<file path="config.mk">
export PLATFORM = sky130hd
export DESIGN_NAME = lsu_issue
export DESIGN_NICKNAME = d
export VERILOG_FILES = /design/src/design/lsu_pkg.sv /design/src/design/lsu_issue.sv
export SDC_FILE = /design/constraint.sdc
export NUM_CORES = 1
export LEC_CHECK = 0
export BUFFER_PORTS_ARGS = -buffer_cell sky130_fd_sc_hd__buf_2
export CORE_ASPECT_RATIO = 0.75
export CORE_UTILIZATION = 24
export DETAILED_ROUTE_END_ITERATION = 16
export PLACE_DENSITY_LB_ADDON = 0.3
export SLEW_MARGIN = 20
export SYNTH_ARGS = -nofsm -noshare
export SYNTH_HDL_FRONTEND = slang
export SYNTH_SLANG_ARGS = --single-unit
export TNS_END_PERCENT = 20
</file>
<file path="constraint.sdc">
create_clock -name CLK -period 1.5 [get_ports CLK]
set_clock_uncertainty 0.05 [all_clocks]
set_input_delay 0.15 -clock CLK [delete_from_list [all_inputs] [get_ports CLK]]
set_output_delay 0.15 -clock CLK [all_outputs]
set_load 0.02 [all_outputs]
</file>
<file path="src/design/lsu_pkg.sv">
`default_nettype none

package lsu_pkg;

	// Register and memory word width
	localparam int XLEN = 64;

	// Byte lanes per doubleword
	localparam int STRB_W = XLEN / 8;

	// Byte offset bits inside one doubleword
	localparam int OFFS_W = 3;

	// Row index width of one bank
	localparam int BANK_AW = 10;

	// Doublewords per bank, two banks give 16 KiB
	localparam int BANK_DEPTH = 1 << BANK_AW;

	// Destination tag, five register bits plus rename bit
	localparam int RD_W = 6;

	// Load access widths
	typedef enum logic [1:0] {
		LOAD_B,
		LOAD_H,
		LOAD_W,
		LOAD_D
	} load_op_e;

	// Store access widths
	typedef enum logic [1:0] {
		STORE_B,
		STORE_H,
		STORE_W,
		STORE_D
	} store_op_e;

endpackage

`default_nettype wire

</file>
<file path="src/design/lsu_issue.sv">
`timescale 1ns/1ps
`default_nettype none

module lsu_issue (
	input  wire logic                        CLK,
	input  wire logic                        reset,
	input  wire logic                        load_valid,
	input  wire logic                        load_unsigned,
	input  wire lsu_pkg::load_op_e           load_op,
	input  wire logic [63:0]                 load_addr,
	input  wire logic [lsu_pkg::RD_W-1:0]    load_rd,
	input  wire logic                        store_valid,
	input  wire logic [63:0]                 store_addr,
	output logic                             load_ready,
	output logic                             store_ready,
	output logic      [lsu_pkg::BANK_AW-1:0] index_even,
	output logic      [lsu_pkg::BANK_AW-1:0] index_odd,
	output logic                             bank_wen,
	output logic                             wb_valid,
	output logic      [lsu_pkg::RD_W-1:0]    wb_rd,
	output logic                             wb_is_load,
	output logic                             wb_unsigned,
	output logic                             wb_odd_first,
	output lsu_pkg::load_op_e                wb_op,
	output logic      [lsu_pkg::OFFS_W-1:0]  wb_offset
);

	import lsu_pkg::*;

	// Handshake results this cycle
	logic load_fire;
	logic store_fire;
	logic op_fire;

	// Address of the operation going to memory
	logic [63:0] act_addr;

	// Row of the first doubleword, halved doubleword index
	logic [BANK_AW-1:0] row;

	// Memory never stalls, only reset holds loads off
	assign load_ready = ~reset;

	// Any pending load blocks the store
	assign store_ready = ~reset & ~load_valid;

	assign load_fire  = load_valid & load_ready;
	assign store_fire = store_valid & store_ready;
	assign op_fire    = load_fire | store_fire;

	// Load address wins, store address otherwise
	assign act_addr = load_fire ? load_addr : store_addr;

	assign row = act_addr[OFFS_W+1 +: BANK_AW];

	// Odd-first access spills into the next even row
	assign index_odd  = row;
	assign index_even = act_addr[OFFS_W] ? row + BANK_AW'(1) : row;

	// Banks write only for an accepted store
	assign bank_wen = store_fire;

	// Write-back valid and load flag
	always_ff @(posedge CLK) begin
		if (reset) begin
			wb_valid   <= 1'b0;
			wb_is_load <= 1'b0;
		end else begin
			wb_valid   <= op_fire;
			wb_is_load <= load_fire;
		end
	end

	// Control fields for the aligner, lined up with bank read data
	always_ff @(posedge CLK) begin
		if (op_fire) begin
			// Stores report tag zero
			wb_rd        <= load_fire ? load_rd : '0;
			wb_op        <= load_op;
			wb_unsigned  <= load_unsigned;
			wb_offset    <= act_addr[OFFS_W-1:0];
			wb_odd_first <= act_addr[OFFS_W];
		end
	end

endmodule

`default_nettype wire

</file>
# Yosys cells after proc, flatten, opt, wreduce, memory -nomap -nowiden
# Cells that the tools add are included.
[classes]
addsub = 1
multipliers = 0
div_mod_pow = 0
order_cmp = 0
eq_ne = 0
shift = 0
n_mux = 2
bitwise = 6
reduce_logical = 0
[op_table]
columns = ["op", "n"]
rows = [
  ["2-to-1 mux 14 bit", 1],
  ["adder 10 x 1 -> 10 bit, second input constant", 1],
  ["2-to-1 mux 10 bit", 1],
  ["bitwise AND 1 bit", 3],
  ["NOT 1 bit", 2],
  ["bitwise OR 1 bit", 1],
]
[totals]
regBits = 15
latch_bits = 0
ramBits = 0
rom_bits = 0
in_bits = 141
out_inout_bits = 38
word_cells = 16
n_memories = 0

# Logic depth before layout (Yosys ltp)
# Gate-level depths: netlist (run 1).
[depth]
word_depth = 5
ltp_mapped = 6
mapped_depth_nobuf = 5

# Worst setup path after synthesis (run 1)
# Ideal clock, no wire load.
[synth_timing]
path_type = "input-to-output"
startpoint = "input port load_valid"
endpoint = "output port index_even[9] (netlist bit)"
t_arrival_ps = 1432
required_time_ps = 1300
setup_slack_ps = -132
cell_stages = 6
n_path_buf = 1
path_cell_list = "nor2b_1 buf_6 mux2i_4 nand3_4 nor3_4 xor2_1"
[synth_via]
elab_chain_len = 4
[synth_rtl]
columns = ["element", "line_no", "text"]
rows = [
  ["start: declaration", "lsu_issue.sv:7", "input wire logic load_valid,"],
  ["bitwise AND 1 bit *", "lsu_issue.sv:47", "assign load_fire = load_valid & load_ready;"],
  ["2-to-1 mux 14 bit *", "lsu_issue.sv:52", "assign act_addr = load_fire ? load_addr : store_addr;"],
  ["adder 10 x 1 -> 10 bit", "lsu_issue.sv:58", "assign index_even = act_addr[OFFS_W] ? row + BANK_AW'(1) : row;"],
  ["2-to-1 mux 10 bit *", "lsu_issue.sv:58", ""],
  ["end: declaration", "lsu_issue.sv:16", "output logic [lsu_pkg::BANK_AW-1:0] index_even,"],
]
# Mark *: on every way between the ends. The rest lies on a longest branch, timed or not.

# Worst setup path in the final report (run 1)
# Same ends and word-level chain as after synthesis.

==> results of run 1 <==
[per-layer routing]
metal  global-route usage [%]  vias to the layer above  share of wire, %  wire length (um)
li1                         -                      472                 -                 -
met1                     13.5                      425                38              1080
met2                     24.6                       32                56              1620
met3                     2.83                        4               4.7               134
met4                     3.30                        0               1.2                34
met5                        0                        -                 0                 0
[worst max-delay path by stage]
stage	start	end	cells past startpoint
2_1_floorplan	load_valid	index_even[9]	6
6_report	load_valid	index_even[9]	9
5_1_grt	load_valid	index_even[9]	8
3_5_place_dp	load_valid	index_even[9]	8
3_3_place_gp	load_valid	index_even[9]	8
4_1_cts	load_valid	index_even[9]	9
[flip-flops by register name, indices dropped and copies added (netlist names)]
signal	count
wb_offset	3
wb_rd	6
wb_is_load	1
wb_op	2
wb_odd_first	1
wb_unsigned	1
wb_valid	1
[cell families after synthesis]
logic type | synth area share [%]
xor+xnor | 5.23
compound gates | 3.86
flops | 42.8
buf+inv | 11.7
simple gates | 15.7
mux | 20.7
[layout by cell type, fill, tap and decap left out, types with 2 or more instances in the layout]
cell | netlist | layout
clkbuf_8 | 0 | 3
mux2_2 | 6 | 5
mux2i_2 | 0 | 2
dfxtp_1 | 2 | 2
buf_2 | 1 | 68
buf_6 | 1 | 4
nand2_1 | 7 | 7
and2_1 | 7 | 7
inv_2 | 1 | 2
mux2_4 | 0 | 2
mux2_1 | 4 | 3
mux2i_1 | 5 | 3
mux2i_4 | 2 | 2
a21oi_1 | 2 | 2
inv_1 | 4 | 3
o21a_1 | 3 | 3
xor2_2 | 0 | 2
buf_4 | 11 | 23
or2_2 | 2 | 2
edfxtp_1 | 13 | 13
xnor2_1 | 3 | 3
buf_12 | 0 | 2
nor2_1 | 4 | 3
[power breakdown]
part           internal [mW]  total [mW]  switching (mW)  leakage [nW]
Sequential             0.496       0.505         0.00915         0.137
Combinational          0.232       0.496           0.264         0.632
Clock                  0.188       0.317           0.129        0.0228
Total                  0.916        1.32           0.403         0.791
[through the flow]
stage	cell area [um^2]	instances
2_1_floorplan	1020	88
3_3_place_gp	1510	221
3_5_place_dp	1510	221
4_1_cts	1660	229
5_1_grt	1680	229
6_report	1680	229
[cell usage after synthesis, drive strengths merged]
cell type / instances / area (um^2)
xor2: 3 / 26.3
nor3: 1 / 16.3
nor2: 4 / 15.0
edfxtp: 13 / 390
or2: 2 / 12.5
a21oi: 2 / 10.0
o21a: 3 / 22.5
o22ai: 1 / 6.26
nand4: 1 / 6.26
buf: 13 / 98.8
nand3: 2 / 22.5
nor2b: 1 / 6.26
xnor2: 3 / 26.3
and2: 7 / 43.8
nand2: 7 / 26.3
mux2: 10 / 113
dfxtp: 2 / 40.0
inv: 5 / 18.8
mux2i: 7 / 95.1
nand4b: 1 / 8.76
[cell type report]
cell class              instances  area, um^2  area share [%]
clock buffers                   4        45.0            2.69
flip-flops and latches         15         430            25.7
inverters                       5        18.8            1.12
repair buffers                 98         613            36.6
well taps                      52        65.1            3.88
multi-input cells              55         503            30.0
[worst max-delay path, stage by stage]
cell and delay, ns:
buf_6 0.09, nor2b_4 0.12, buf_12 0.13, buf_8 0.13, mux2i_1 0.12, buf_4 0.15
nor3_4 0.24, xor2_2 0.15, buf_4 0.15
[repair_timing]
| action | CTS | global route |
|---|---|---|
| gates cloned | 1 | 0 |
| hold buffers | 0 | 0 |
| buffers inserted | 3 | 0 |
| setup endpoints to repair | 20 | 15 |
| resized for setup | 17 | 6 |
| pin swaps | 3 | 0 |
==> results.sh, run 1 <==
export IMPL_outcome="complete, but fails checks"
export IMPL_violations="negative setup slack"
export IMPL_grt_util_all_layers_pct=12.5
export IMPL_io_buffers=78
export IMPL_dpl_hpwl_um=2400
export IMPL_grt_max_degree=14
export IMPL_finalHoldViolCount=0
export IMPL_num_antenna_cells=0
export IMPL_drtIter0Drc=62
export IMPL_grt_antenna_before_repair=0
export IMPL_hp_class="in -> reg"
export IMPL_setup_worst_path_end_class="output pin"
export IMPL_post_route_util_pct=43.8
export IMPL_drv_slew=0
export IMPL_rows=19
export IMPL_place_worst_setup_slack_ns=-0.417
export IMPL_clock_sinks=15
export IMPL_syn_to_final_growth_pct=66.7
export IMPL_die_h_um=58.0
export IMPL_avgSynthCellArea_um2=11.4
export IMPL_die_w_um=76.7
export IMPL_hold_depth=1
export IMPL_fin_hold_ws_ns=0.0300
export IMPL_worst_slack_ns=-0.137
export IMPL_die_area_um2=4450
export IMPL_drc=0
export IMPL_setup_tns_ns=-0.672
export IMPL_cts_tree="built"
export IMPL_syn_area_um2=1000
export IMPL_ir_worst_vdd_uv=471
export IMPL_routed_wl_um=2880
export IMPL_path_class="in -> out"
export IMPL_core_area_um2=3830
export IMPL_cts_root_buf="clkbuf_8"
export IMPL_critPathLaunchType="input port"
export IMPL_power_total_mw=1.32
export IMPL_cp_data_required_time_ns=1.30
export IMPL_setup_viol=9
export IMPL_hold_path_end="wb_op[0]$_DFFE_PP_"
export IMPL_period_share_pct=109
export IMPL_yosys_warnings=0
export IMPL_synth_cell_types=26
export IMPL_routed_via_density=4.07
export IMPL_dr_pass1_iters=4
export IMPL_grt_pass1_vias=935
export IMPL_powerDensity_nw_per_um2=787
export IMPL_critPathMaxFanout=6
export IMPL_critPathArrivalTime_ns=1.44
export IMPL_numCtsBuffers=3
export IMPL_max_freq_mhz=611
export IMPL_drive_above_1_share_pct=69.5
export IMPL_cap_violations=0
export IMPL_synth_nets=229
export IMPL_grt_first_pass_wirelength_um=4290
export IMPL_finalCriticalPeriod_ns=1.64
export IMPL_place_congestion=0.794
export IMPL_rsz0062_at_grt="yes"
export IMPL_netlist_instances=88
export IMPL_p_leak_nw=0.791
export IMPL_worst_slew_pin_slew_ns=0.210
export IMPL_relSlewSlack_pct=85.7
export IMPL_yosysSeqAreaShare_pct=42.8
export IMPL_layout_nets=319
export IMPL_num_fill_cells=383
export IMPL_hold_start="load_op[0]"
export IMPL_boundaryPins=179
export IMPL_start_util_pct=26.3
export IMPL_ctsLongestPathBuffers=2
export IMPL_ctsHtreeMaxLevel=1
export IMPL_postRouteAntennaNets=0
export IMPL_routedWlPerCell_um=12.6
export IMPL_synth_seq_cells=15
export IMPL_grt_ovfl_total=0
export IMPL_cts_clk_slew_worst_paths_ns=0.06
export IMPL_vias=933
(Power assumes the default switching activity.)
==> run 2: changes to the inputs <==
--- a/config.mk
+++ b/config.mk
@@ -7,8 +7,10 @@
 export LEC_CHECK = 0
 export BUFFER_PORTS_ARGS = -buffer_cell sky130_fd_sc_hd__buf_2
 export CORE_ASPECT_RATIO = 0.75
+export CORE_MARGIN = 3
 export CORE_UTILIZATION = 24
 export DETAILED_ROUTE_END_ITERATION = 16
+export GPL_TIMING_DRIVEN = 0
 export PLACE_DENSITY_LB_ADDON = 0.3
 export SLEW_MARGIN = 20
 export SYNTH_ARGS = -nofsm -noshare
==> results.sh, run 2 (synthesized netlist as in run 1, its figures left out) <==
export IMPL_cts_root_buf="clkbuf_8"
export IMPL_setup_worst_path_end_class="output pin"
export IMPL_ctsHtreeMaxLevel=1
export IMPL_cp_top_family="simple AND/OR/NAND/NOR gates"
export IMPL_top_regs="wb_rd x6, wb_offset x3, wb_op x2"
export IMPL_ctsLongestPathBuffers=2
export IMPL_boundaryPins=179
export IMPL_critPathArrivalTime_ns=1.43
export IMPL_worst_slack_ns=-0.128
export IMPL_grt_util_all_layers_pct=11.4
export IMPL_final_common_cell="buf_2"
export IMPL_grt_first_pass_wirelength_um=4330
export IMPL_final_cell_mix="buf_2, buf_4, edfxtp_1"
export IMPL_routed_via_density=4.21
export IMPL_vias=980
export IMPL_syn_to_final_growth_pct=78.1
export IMPL_setup_tns_ns=-1.00
export IMPL_numCtsBuffers=3
export IMPL_crit_cells=8
export IMPL_p_leak_nw=0.835
export IMPL_drc=0
export IMPL_setup_viol=16
export IMPL_dr_pass1_iters=4
export IMPL_max_stage_delay_ns=0.32
export IMPL_critPathMaxFanout=6
export IMPL_routed_wl_um=3010
export IMPL_max_freq_mhz=614
export IMPL_grt_max_degree=14
export IMPL_violations="negative setup slack"
export IMPL_critPathLaunchType="input port"
export IMPL_grt_ovfl_total=0
export IMPL_hp_class="in -> reg"
export IMPL_path_class="in -> out"
export IMPL_largest_register_ffs=6
export IMPL_cts_clk_slew_worst_paths_ns=0.05
export IMPL_start_util_pct=26.3
export IMPL_place_congestion=0.752
export IMPL_worst_slew_pin_slew_ns=0.312
export IMPL_core_area_um2=3830
export IMPL_drive_above_1_share_pct=74.0
export IMPL_regMostFlops="wb_rd"
export IMPL_finalHoldViolCount=0
export IMPL_cpMostUsedCell="buf_8"
export IMPL_cap_violations=0
export IMPL_grt_pass1_vias=964
export IMPL_relSlewSlack_pct=79.2
export IMPL_dpl_hpwl_um=2270
export IMPL_rsz0062_at_grt="yes"
export IMPL_die_area_um2=5010
export IMPL_layout_nets=323
export IMPL_finalCriticalPeriod_ns=1.63
export IMPL_outcome="complete, but fails checks"
export IMPL_cp_startpoint="reset"
export IMPL_routedWlPerCell_um=12.9
export IMPL_ir_worst_vdd_uv=439
export IMPL_num_antenna_cells=0
export IMPL_postRouteAntennaNets=0
export IMPL_slowest_stage="mux2i_4"
export IMPL_endpoint="index_even[9]"
export IMPL_path_buf_inv=3
export IMPL_grt_antenna_before_repair=0
export IMPL_cts_tree="built"
export IMPL_path_cells="buf_8 > nor2b_4 > buf_8 > mux2i_4 > nand3_4 > nor3_4 > xor2_2 > buf_6"
export IMPL_die_w_um=80.7
export IMPL_powerDensity_nw_per_um2=755
export IMPL_rows=19
export IMPL_fin_hold_ws_ns=0.0338
export IMPL_drv_slew=0
export IMPL_clock_sinks=15
export IMPL_io_buffers=78
export IMPL_period_share_pct=109
export IMPL_drtIter0Drc=15
export IMPL_cp_data_required_time_ns=1.30
export IMPL_die_h_um=62.0
run 2: cell count changes in the layout (fill, tap and decap cells not counted), sizes merged:
cell / before / now
buf: 98 / 102
run 2: timing repair:
item | 4_1_cts | 5_1_grt
buffers inserted | 9 | 2
resized for setup | 19 | 27
pin swaps | 4 | 4
endpoints found under the setup margin | 31 | 33
hold buffers | 0 | 0
run 2: worst min path at each step:
stage / cells past startpoint / start / end
6_report: 1 / load_op[1] / wb_op[1]$_DFFE_PP_
5_1_grt: 1 / load_op[1] / wb_op[1]$_DFFE_PP_
4_1_cts: 1 / load_op[1] / wb_op[1]$_DFFE_PP_
3_5_place_dp: 1 / load_op[1] / wb_op[1]$_DFFE_PP_
3_3_place_gp: 1 / load_op[0] / wb_op[0]$_DFFE_PP_
2_1_floorplan: 0 / load_op[0] / wb_op[0]$_DFFE_PP_
run 2: through the flow:
step	cell area [um^2]	worst slack, ns	utilization [%]	instances	power, mW
6_report	1790	-0.128	46.7	233	1.35
4_1_cts	1650	-0.147	43.2	231	1.31
2_1_floorplan	1020	-0.0670	-	88	0.793
3_3_place_gp	1480	-0.344	38.6	218	0.946
3_5_place_dp	1480	-0.351	38.6	218	0.953
5_1_grt	1790	-0.202	46.7	233	1.42
run 2: final cells by class:
cell class              instances  area [um^2]
plain buffers                  13          106
clock buffers                   4         45.0
fillers                       365         2040
inverters                       5         18.8
multi-input cells              55          584
flip-flops and latches         15          430
well taps                      52         65.1
repair buffers                 89          539
run 2: power breakdown:
part	internal [mW]	switching, mW
Combinational	0.252	0.282
Clock	0.188	0.123
Sequential	0.496	0.00909
Total	0.936	0.414
run 2: layer usage:
metal / track usage [%] / share of wire (%) / up-vias
met5: 0 / 0 / -
met4: 3.37 / 1.1 / 0
met3: 3.03 / 6.8 / 4
met2: 21.2 / 55 / 35
met1: 13.1 / 37 / 464
li1: - / - / 477
