<file path="src/design/lsu_pkg.sv">
`default_nettype none

package lsu_pkg;

	// Register and memory word width
	localparam int XLEN = 64;

	// Byte lanes per doubleword
	localparam int STRB_W = XLEN / 8;

	// Byte offset bits inside one doubleword
	localparam int OFFS_W = 3;

	// Row index width of one bank
	localparam int BANK_AW = 10;

	// Doublewords per bank, two banks give 16 KiB
	localparam int BANK_DEPTH = 1 << BANK_AW;

	// Destination tag, five register bits plus rename bit
	localparam int RD_W = 6;

	// Load access widths
	typedef enum logic [1:0] {
		LOAD_B,
		LOAD_H,
		LOAD_W,
		LOAD_D
	} load_op_e;

	// Store access widths
	typedef enum logic [1:0] {
		STORE_B,
		STORE_H,
		STORE_W,
		STORE_D
	} store_op_e;

endpackage

`default_nettype wire

</file>
<file path="src/design/store_align.sv">
`timescale 1ns/1ps
`default_nettype none

module store_align (
	input  wire lsu_pkg::store_op_e          store_op,
	input  wire logic [63:0]                 store_addr,
	input  wire logic [lsu_pkg::XLEN-1:0]    store_data,
	output logic      [lsu_pkg::STRB_W-1:0]  wmask_even,
	output logic      [lsu_pkg::STRB_W-1:0]  wmask_odd,
	output logic      [lsu_pkg::XLEN-1:0]    wdata_even,
	output logic      [lsu_pkg::XLEN-1:0]    wdata_odd
);

	import lsu_pkg::*;

	// Byte offset inside the first doubleword
	logic [OFFS_W-1:0] offset;

	// Set when the first doubleword lives in the odd bank
	logic odd_first;

	// Unshifted byte mask for the access width
	logic [2*STRB_W-1:0] base_mask;

	// 16-byte window, low half is the addressed doubleword
	logic [2*STRB_W-1:0] win_mask;
	logic [2*XLEN-1:0]   win_data;

	assign offset    = store_addr[OFFS_W-1:0];
	assign odd_first = store_addr[OFFS_W];

	// Width to contiguous byte lanes
	always_comb begin
		base_mask = '0;
		case (store_op)
			STORE_B: base_mask[0]   = 1'b1;
			STORE_H: base_mask[1:0] = 2'b11;
			STORE_W: base_mask[3:0] = 4'hf;
			STORE_D: base_mask[7:0] = 8'hff;
		endcase
	end

	// Slide mask and data up to the byte offset
	assign win_mask = base_mask << offset;
	assign win_data = {{XLEN{1'b0}}, store_data} << {offset, 3'b000};

	// Halves swap when the access starts in the odd bank
	always_comb begin
		if (odd_first) begin
			wmask_odd  = win_mask[STRB_W-1:0];
			wdata_odd  = win_data[XLEN-1:0];
			wmask_even = win_mask[2*STRB_W-1:STRB_W];
			wdata_even = win_data[2*XLEN-1:XLEN];
		end else begin
			wmask_even = win_mask[STRB_W-1:0];
			wdata_even = win_data[XLEN-1:0];
			wmask_odd  = win_mask[2*STRB_W-1:STRB_W];
			wdata_odd  = win_data[2*XLEN-1:XLEN];
		end
	end

endmodule

`default_nettype wire

</file>
<file path="config.mk">
export PLATFORM = sky130hd
export DESIGN_NAME = store_align
export DESIGN_NICKNAME = d
export VERILOG_FILES = /design/src/design/lsu_pkg.sv /design/src/design/store_align.sv
export SDC_FILE = /design/constraint.sdc
export NUM_CORES = 1
export LEC_CHECK = 0
export BUFFER_PORTS_ARGS = -buffer_cell sky130_fd_sc_hd__buf_4
export CAP_MARGIN = 5
export CORE_MARGIN = 2
export CORE_UTILIZATION = 30
export DETAILED_ROUTE_END_ITERATION = 6
export GPL_ROUTABILITY_DRIVEN = 0
export PLACE_DENSITY_LB_ADDON = 0.25
export SLEW_MARGIN = 20
export SYNTH_ARGS = -nofsm -noshare
export SYNTH_HDL_FRONTEND = slang
export SYNTH_SLANG_ARGS = --single-unit
</file>
<file path="constraint.sdc">
create_clock -name vclk -period 3.6
set_clock_uncertainty 0.1 [all_clocks]
set_input_delay 0.18 -clock vclk [all_inputs]
set_output_delay 0.18 -clock vclk [all_outputs]
set_load 0.01 [all_outputs]
</file>
-- Word-level counts from Yosys, hierarchy flattened
Cells that the tools add are included.
Widths: inputs -> output; s select.
- register bits after elaboration: 0
- input bits: 130
- logic and storage cells: 17
- equal/unequal tests: 3
- shifts and indexed selects: 2
- muxes and demuxes: 8
- reductions and logical operators: 4
- operator list (operator ; count):
    $mux 64 ; 2
    $shl 64x6->128 ; 1
    $mux 8 ; 2
    $shl 8x3->16 ; 1
    $eq 2x2->1 const B ; 2
    $mux 4 ; 1
    $reduce_or 4->1 ; 1
    $reduce_or 3->1 ; 1
    $eq 2x1->1 const B ; 1
    $logic_not 2->1 ; 1
    $mux 1 ; 2
    $mux 2 ; 1
    $reduce_or 2->1 ; 1

-- Longest topological paths before layout
Gate-level depths: netlist (run 1).
- depth after elaboration: 5
- mapped depth: 8
- gate-level depth less buffers: 4

-- Worst setup path after synthesis (run 1)
Ideal clock, no wire load.
- kind: input port to output port
- from: input store_addr[1]
- to: output wdata_odd[32] in the netlist's numbering
- arrival: 1444 ps
- data required time: 3320 ps
- setup slack: 1876 ps
- cell stages on the path: 7
- cells stage by stage: buf_2 -> or2_2 -> buf_2 -> buf_2 -> o22ai_1 -> a21oi_1 -> o21ai_0
- longest elaborated chain between the ends: 2
- RTL lines (what ; RTL line ; source):
    start, declared ; store_align.sv:6 ; input wire logic [63:0] store_addr,
    $shl 64x6->128 ; store_align.sv:45 ; assign win_data = {{XLEN{1'b0}}, store_data} << {offset, 3'b000};
    $mux 64 ; store_align.sv:49 ; if (odd_first) begin
    end, declared ; store_align.sv:11 ; output logic [lsu_pkg::XLEN-1:0] wdata_odd
No other way between the ends.

-- Worst setup path after layout (run 1)
- from: input store_addr[1]
- to: output wdata_even[54] in the netlist's numbering
- longest elaborated chain between the ends: 2
- RTL lines (what ; RTL line ; source):
    $shl 64x6->128 ; store_align.sv:45 ;
    $mux 64 ; store_align.sv:49 ;
    end, declared ; store_align.sv:10 ; output logic [lsu_pkg::XLEN-1:0] wdata_even,
No other way between the ends.

==> results.json, run 1 <==
{
  "power.switching_uw": 506.3,
  "gr-total-overflow": 0,
  "place_hpwl_mm": 13.97,
  "synth.yosys.seq_area_share": 0,
  "design.core.area_um2": 12620,
  "start_util": 0.3076,
  "port_buffers": 214,
  "crit_cells": 6,
  "max_slew_margin": 0.4150,
  "final_common_cell": "buf_4",
  "path_cells": "buf_4 > nor2b_1 > a2bb2oi_1 > a221o_1 > o21ai_0 > buf_4",
  "finalHoldViolCount": 0,
  "synth_top_family_by_area": "compound AO/OA/AOI/OAI gates",
  "vias_per_cell": 6.070,
  "worst_pin_slew_ns": 0.8757,
  "firstDrtPassIters": 5,
  "antennaDiodeCount": 0,
  "arrival_ns": 2.35,
  "syn-num-nets": 647,
  "seq_cells": 0,
  "postCtsHoldBufs": 0,
  "seq_power_share": 0,
  "holdPathStages": 3,
  "status": "completed",
  "nets": 814,
  "synth-adder-area-share": 0,
  "synthXorXnorAreaFrac": 0,
  "syn_inst": 517,
  "finalMaxSlewViolations": 0,
  "slowest_stage": "nor2b_1",
  "hold_start": "store_data[63]",
  "cp-start-kind": "input port",
  "clockBufferCount": 0,
  "p_leak_uw": 0.002644,
  "rsz0062_at_grt": "false",
  "synth_cell_types": 42,
  "drt_iter0_markers": 461,
  "path_max_fanout": 53,
  "drive_gt1_frac": 0.4120,
  "clockPowerShare": 0,
  "crit_type": "input port to output pin",
  "grt_use_total": 0.2424,
  "yosysWarnings": 0,
  "grt_pass1_vias": 4929,
  "netlist.area_leader.share": 0.2141,
  "cts_resized": 0,
  "tns_ns": 0,
  "wl_mm": 18.28,
  "end_kind": "output pin",
  "power.internal_uw": 458.2,
  "avgSynthCellArea_um2": 7.507,
  "grt_pass1_wl_mm": 28.09,
  "drc": 0,
  "max_freq_ghz": 0.3798,
  "period_share": 0.7314,
  "rows": 41,
  "setup_violations": 0,
  "ioPinCount": 274,
  "fin_crit_ns": 2.633,
  "syn2layout_area_growth_pct": 40.59,
  "netlist_top_cells_area": "mux2i_1 (21%), mux2_2 (9.3%), a22o_1 (9.0%), o22ai_1 (5.3%), mux4_2 (4.6%)",
  "grt_start_max_net_pins": 59,
  "synth.area.mux_share": 0.3843,
  "hold_path.class": "input port to output pin",
  "slowest_delay_ns": 0.66,
  "wl_per_cell_um": 21.40,
  "dieArea_um2": 13860,
  "cp_top_family": "compound AO/OA/AOI/OAI gates",
  "crit_top_cell": "buf_4",
  "layout_common_cells": "buf_4 (222), mux2i_1 (83), a22o_1 (40), nor2_1 (36), o22ai_1 (33)",
  "swShare": 0.5249,
  "final_antenna_net_count": 0,
  "die_height_um": 117.7,
  "synth_top_area_cell": "mux2i_1",
  "via_count": 5184,
  "seq_area_um2": 0,
  "crit_start": "store_addr[1]",
  "nFillCells": 1361,
  "synthSimpleGateAreaFrac": 0.1389,
  "die_x_um": 117.7,
  "ir_drop_mv": 0.07485,
  "combPwrFrac": 1.000,
  "crit_required_ns": 3.32,
  "dp_slack_ns": 1.020,
  "power_density_nw_per_um2": 176.8,
  "worst_slack_ns": 0.9671,
  "drv_cap": 0,
  "antenna_found_initial": 0,
  "synth-compound-area-share": 0.3865,
  "cts_setup_buffers": 0,
  "cp_num_buf_inv": 2,
  "netlist_area_um2": 3881
}
worst paths after layout:
| kind | to | slack (ns) |
|---|---|---|
| max | wdata_even[54] | 0.97 |
| min | wdata_odd[55] | 0.61 |
layout make-up:
class / instances / area, um^2 / share of cell area
well taps: 172 / 215.2 / 0.03944
multi-input cells: 453 / 3531 / 0.6471
repair buffers: 223 / 1687 / 0.3091
inverters: 6 / 23.77 / 0.004357
cell families after synthesis:
group | Yosys count
and+or+nand+nor | 112
AOI/OAI and AO/OA | 210
buffers and inverters | 64
muxes | 131
per-stage QoR:
step | power [uW] | cell area, um^2 | hold slack (ns) | util | cells
final | 964.5 | 5456 | 0.6112 | 0.4324 | 854
after global routing | 1033 | 5456 | 0.6161 | 0.4324 | 854
after CTS | 959.4 | 5456 | 0.6087 | 0.4324 | 854
after detailed placement | 955.1 | 5456 | 0.6044 | 0.4324 | 854
after global placement | 943.7 | 5456 | 0.6090 | 0.4324 | 854
after floorplan | 549.1 | 3881 | 0.4136 | - | 517
routing by layer:
metal,share of wire,up-vias,GRT usage,wire (um)
met5,0,-,0,0
met3,0.080,26,0.03682,1471
met1,0.44,2483,0.3443,8120
met2,0.46,308,0.3903,8347
met4,0.019,0,0.04367,340
li1,-,2367,-,-
Yosys cell counts, drive strengths merged (9+ instances only):
cell,count
clkbuf,30
a22o,40
nand3,13
o2bb2ai,9
mux2i,83
nor2,40
nand2b,18
mux2,40
a22oi,18
a21o,11
o21ai,32
nand2,24
or2,9
o22ai,33
buf,28
a21oi,31
power groups by stage:
| stage | Sequential (uW) | Combinational [uW] | Clock (uW) |
|---|---|---|---|
| 2_1_floorplan | 0 | 549 | 0 |
| 3_3_place_gp | 0 | 944 | 0 |
| 3_5_place_dp | 0 | 955 | 0 |
| 4_1_cts | 0 | 959 | 0 |
| 5_1_grt | 0 | 1030 | 0 |
| 6_report | 0 | 965 | 0 |
Note: power is estimated with default switching activity, not from simulation.
==> inputs of run 2 (changes only) <==
Settings changed: ABC_AREA set to 1.
Clock period 3.6 ns to 2.3 ns, I/O delays scaled along.
==> results.json, run 2 <==
{
  "status": "completed",
  "synth.area.mux_share": 0,
  "netlist.area_leader.share": 0.4666,
  "finalMaxSlewViolations": 0,
  "final_core_util": 0.4151,
  "grt_pass1_wl_mm": 32.69,
  "antenna_found_initial": 0,
  "grt_pass1_vias": 6199,
  "synthSimpleGateAreaFrac": 0.8284,
  "final_common_cell": "nand2_1",
  "syn2layout_area_growth_pct": 36.59,
  "max_freq_ghz": 0.5731,
  "grt_start_max_net_pins": 98,
  "tns_ns": 0,
  "postCtsHoldBufs": 0,
  "syn_inst": 1093,
  "synth-compound-area-share": 0.04093,
  "period_share": 0.7586,
  "critPathCapture": "wdata_even[20]",
  "seq_cells": 0,
  "path_max_fanout": 50,
  "drt_iter0_markers": 884,
  "drive_gt1_frac": 0.1917,
  "fin_crit_ns": 1.745,
  "place_hpwl_mm": 16.37,
  "layout_common_cells": "nand2_1 (570), nand3_1 (252), buf_4 (222), nor2_1 (62), inv_1 (53)",
  "synth_cell_types": 19,
  "hold_path.class": "input port to output pin",
  "die_x_um": 127.6,
  "via_count": 7303,
  "placed_cells": 1424,
  "avgSynthCellArea_um2": 4.195,
  "synth_common_cells": "nand2_1 (570), nand3_1 (252), nor2_1 (62)",
  "netlist_top_cells_area": "nand2_1 (47%), nand3_1 (28%), nor2_1 (5.1%), inv_1 (4.4%), o21ai_0 (3.4%)",
  "netlist_area_um2": 4586,
  "synth_top_family_by_area": "simple AND/OR/NAND/NOR gates",
  "end_kind": "output pin",
  "power.switching_uw": 944.7,
  "rsz0062_at_grt": "false",
  "ir_drop_mv": 0.1466,
  "swShare": 0.6011,
  "synth_top_area_cell": "nand2_1",
  "arrival_ns": 1.53,
  "crit_required_ns": 2.09,
  "yosysMostFrequentCell": "nand2_1",
  "nets": 1368,
  "start_util": 0.3039,
  "design.core.area_um2": 15090,
  "power_density_nw_per_um2": 250.9,
  "clockBufferCount": 0,
  "worst_pin_slew_ns": 0.6518,
  "synth.yosys.seq_area_share": 0,
  "crit_type": "input port to output pin",
  "synth-adder-area-share": 0,
  "hold_start": "store_data[63]",
  "cts_setup_buffers": 0,
  "antennaDiodeCount": 0,
  "cp-start-kind": "input port",
  "p_leak_uw": 0.003852,
  "seq_area_um2": 0,
  "crit_start": "store_addr[0]",
  "die_height_um": 127.6,
  "seq_power_share": 0,
  "finalHoldViolCount": 0,
  "totalPowerFinal_uw": 1572,
  "setup_violations": 0,
  "yosysWarnings": 0,
  "max_slew_margin": 0.5655,
  "synthXorXnorAreaFrac": 0,
  "final_cells": 1424,
  "wl_mm": 21.11,
  "cts_resized": 0,
  "syn-num-nets": 1223,
  "clockPowerShare": 0,
  "dieArea_um2": 16290,
  "combPwrFrac": 1.000,
  "vias_per_cell": 5.129,
  "power.internal_uw": 626.9,
  "gr-total-overflow": 0,
  "grt_use_total": 0.2451,
  "rows": 45,
  "wl_per_cell_um": 14.82,
  "port_buffers": 214,
  "final_antenna_net_count": 0,
  "drc": 0,
  "drv_cap": 0,
  "firstDrtPassIters": 6,
  "ioPinCount": 274
}
## run 2: cell count changes in the layout (fill, tap and decap cells not counted), moves of 30 or more
cell     previous run  this run
nand2_1            24       570
o22ai_1            33         0
mux2i_1            83         0
inv_1               3        53
nand3_1            13       252
mux2_2             32         0
a22o_1             40         0
a21oi_1            31         1
## run 2: layer usage
layer	up-vias	global-route usage	wire, um
li1	3766	-	-
met1	3197	0.3759	9786
met2	332	0.3712	8983
met3	8	0.03894	2147
met4	0	0.02069	187
met5	-	0	0
## run 2: worst min path at each step
stage,to,cells past startpoint
after CTS,wdata_odd[55],6
after global routing,wmask_even[2],4
final,wdata_odd[55],6
after detailed placement,wdata_odd[55],6
after floorplan,wdata_even[48],4
after global placement,wdata_odd[48],6
## run 2: power groups by stage
stage	combinational, uW	clock, uW	sequential (uW)
global placement	1550	0	0
finish	1570	0	0
CTS	1560	0	0
global route	1740	0	0
floorplan	873	0	0
detailed placement	1560	0	0
## run 2: through the flow
stage                     hold WS (ns)  cell area (um^2)  worst slack (ns)
after floorplan                 0.3477              4586             1.028
after global placement          0.6145              6264            0.5774
after detailed placement        0.6110              6264            0.5806
after CTS                       0.6160              6264            0.5765
after global routing            0.6663              6264            0.3569
final                           0.6163              6264            0.5552
## run 2: cells by family after synthesis
| logic type | Yosys count |
|---|---|
| AOI/OAI and AO/OA | 37 |
| buffers and inverters | 144 |
| and+or+nand+nor | 912 |
## run 2: area by class of cell
type               instances  area [um^2]
inverters                 57        215.2
well taps                188        235.2
repair buffers           230         1827
multi-input cells        949         3986
fillers                 1774         8826
## run 2: worst max-delay path: stages
cell	delay [ns]
buf_4	0.13
inv_2	0.26
buf_12	0.27
nand2_1	0.10
nand3_1	0.08
nand2_1	0.14
nand2_1	0.11
nand3_1	0.08
nand2_1	0.11
buf_4	0.12
==> inputs of run 3 (changes only) <==
Clock period 2.3 ns to 1.6 ns, I/O delays scaled along.
==> results.json, run 3 (synthesis results as in run 2) <==
{
  "status": "completed",
  "layout_common_cells": "nand2_1 (568), nand3_1 (252), buf_4 (235), nor2_1 (62), inv_1 (52)",
  "port_buffers": 214,
  "wl_per_cell_um": 14.97,
  "path_max_fanout": 9,
  "gr-total-overflow": 0,
  "path_cells": "buf_4 > buf_12 > nor2_4 > buf_6 > clkinvlp_4 > o21ai_1 > nand3_1 > nand2_1 > buf_4",
  "cp-start-kind": "input port",
  "rows": 45,
  "tns_ns": 0,
  "max_freq_ghz": 0.6404,
  "setup_violations": 0,
  "final_common_cell": "nand2_1",
  "dieArea_um2": 16290,
  "drt_iter0_markers": 823,
  "drc": 0,
  "final_antenna_net_count": 0,
  "clockBufferCount": 0,
  "slowest_stage": "o21ai_1",
  "antenna_found_initial": 0,
  "finalHoldViolCount": 0,
  "p_leak_uw": 0.003976,
  "via_count": 7460,
  "finalMaxSlewViolations": 0,
  "place_hpwl_mm": 16.83,
  "final_core_util": 0.4313,
  "die_x_um": 127.6,
  "ioPinCount": 274,
  "worst_pin_slew_ns": 0.4236,
  "crit_type": "input port to output pin",
  "design.core.area_um2": 15090,
  "design_area_um2": 6507,
  "syn2layout_area_growth_pct": 41.91,
  "grt_use_total": 0.2440,
  "grt_pass1_wl_mm": 32.51,
  "seq_cells": 0,
  "firstDrtPassIters": 5,
  "grt_start_max_net_pins": 98,
  "slowest_delay_ns": 0.21,
  "grt_pass1_vias": 6129,
  "die_height_um": 127.6,
  "placed_area_um2": 6404,
  "nFillCells": 1771,
  "hold_path.class": "input port to output pin",
  "worst_slack_ns": 0.03836,
  "power_density_nw_per_um2": 358.5,
  "start_util": 0.3039,
  "multi_input_area_um2": 4005,
  "rsz0062_at_grt": "true",
  "max_slew_margin": 0.7176,
  "wl_mm": 21.62,
  "end_kind": "output pin",
  "nets": 1388,
  "ir_drop_mv": 0.2185,
  "arrival_ns": 1.38,
  "crit_start": "store_addr[0]",
  "crit_top_cell": "buf_4",
  "drv_cap": 0,
  "antennaDiodeCount": 0,
  "seq_area_um2": 0,
  "dp_slack_ns": 0.02369,
  "critPathCapture": "wdata_even[35]",
  "fin_crit_ns": 1.562,
  "crit_required_ns": 1.42,
  "period_share": 0.9760,
  "drive_gt1_frac": 0.2078,
  "vias_per_cell": 5.166,
  "totalPowerFinal_uw": 2333
}
run 3: cell count changes in the layout (fill, tap and decap cells not counted), sizes merged:
cell      previous run  this run
clkinvlp             0         2
clkbuf               0         1
inv                 56        55
buf                230       248
run 3: metrics by stage:
| stage | cells | hold slack [ns] |
|---|---|---|
| final | 1444 | 0.5459 |
| after global routing | 1444 | 0.5848 |
| after CTS | 1436 | 0.5421 |
| after detailed placement | 1436 | 0.5431 |
| after global placement | 1436 | 0.5349 |
| after floorplan | 1093 | 0.2777 |
run 3: how the worst min path moves through the flow:
stage	depth (start not counted)	start	slack (ns)	endpoint
detailed placement	4	store_op[0]	0.54	wmask_even[2]
CTS	4	store_op[0]	0.54	wmask_even[2]
floorplan	4	store_data[56]	0.28	wdata_even[48]
global placement	4	store_op[0]	0.53	wmask_even[2]
global route	4	store_op[0]	0.58	wmask_even[2]
finish	4	store_op[0]	0.55	wmask_even[2]
run 3: where the power goes:
group	internal [uW]	switching, uW
Combinational	954	1380
Sequential	0	0
Clock	0	0
Total	954	1380
run 3: layout make-up:
cell class                 count  area share
tap                          188     0.03615
timing repair buffer         249      0.3136
timing repair inverter         1    0.001154
inverter                      57     0.03365
multi-input combinational    949      0.6155
run 3: worst max-delay path, delay by kind of cell:
family | cells | cell delay [ns]
buffers and inverters | 5 | 0.69
AND/OR/NAND/NOR | 3 | 0.39
AO/OA/AOI/OAI | 1 | 0.21
run 3: timing repair:
| action | CTS | global route |
|---|---|---|
| buffers inserted | 0 | 6 |
| hold buffers | 0 | 0 |
| resized for setup | 0 | 15 |
| setup endpoints to repair | 0 | 59 |
run 3: per-layer routing:
metal  global-route usage  vias to the layer above  wire [um]
met1               0.3757                     3255      10020
li1                     -                     3811          -
met5                    0                        -          0
met2               0.3643                      373       9111
met3              0.03476                       21       2119
met4              0.03361                        0        363
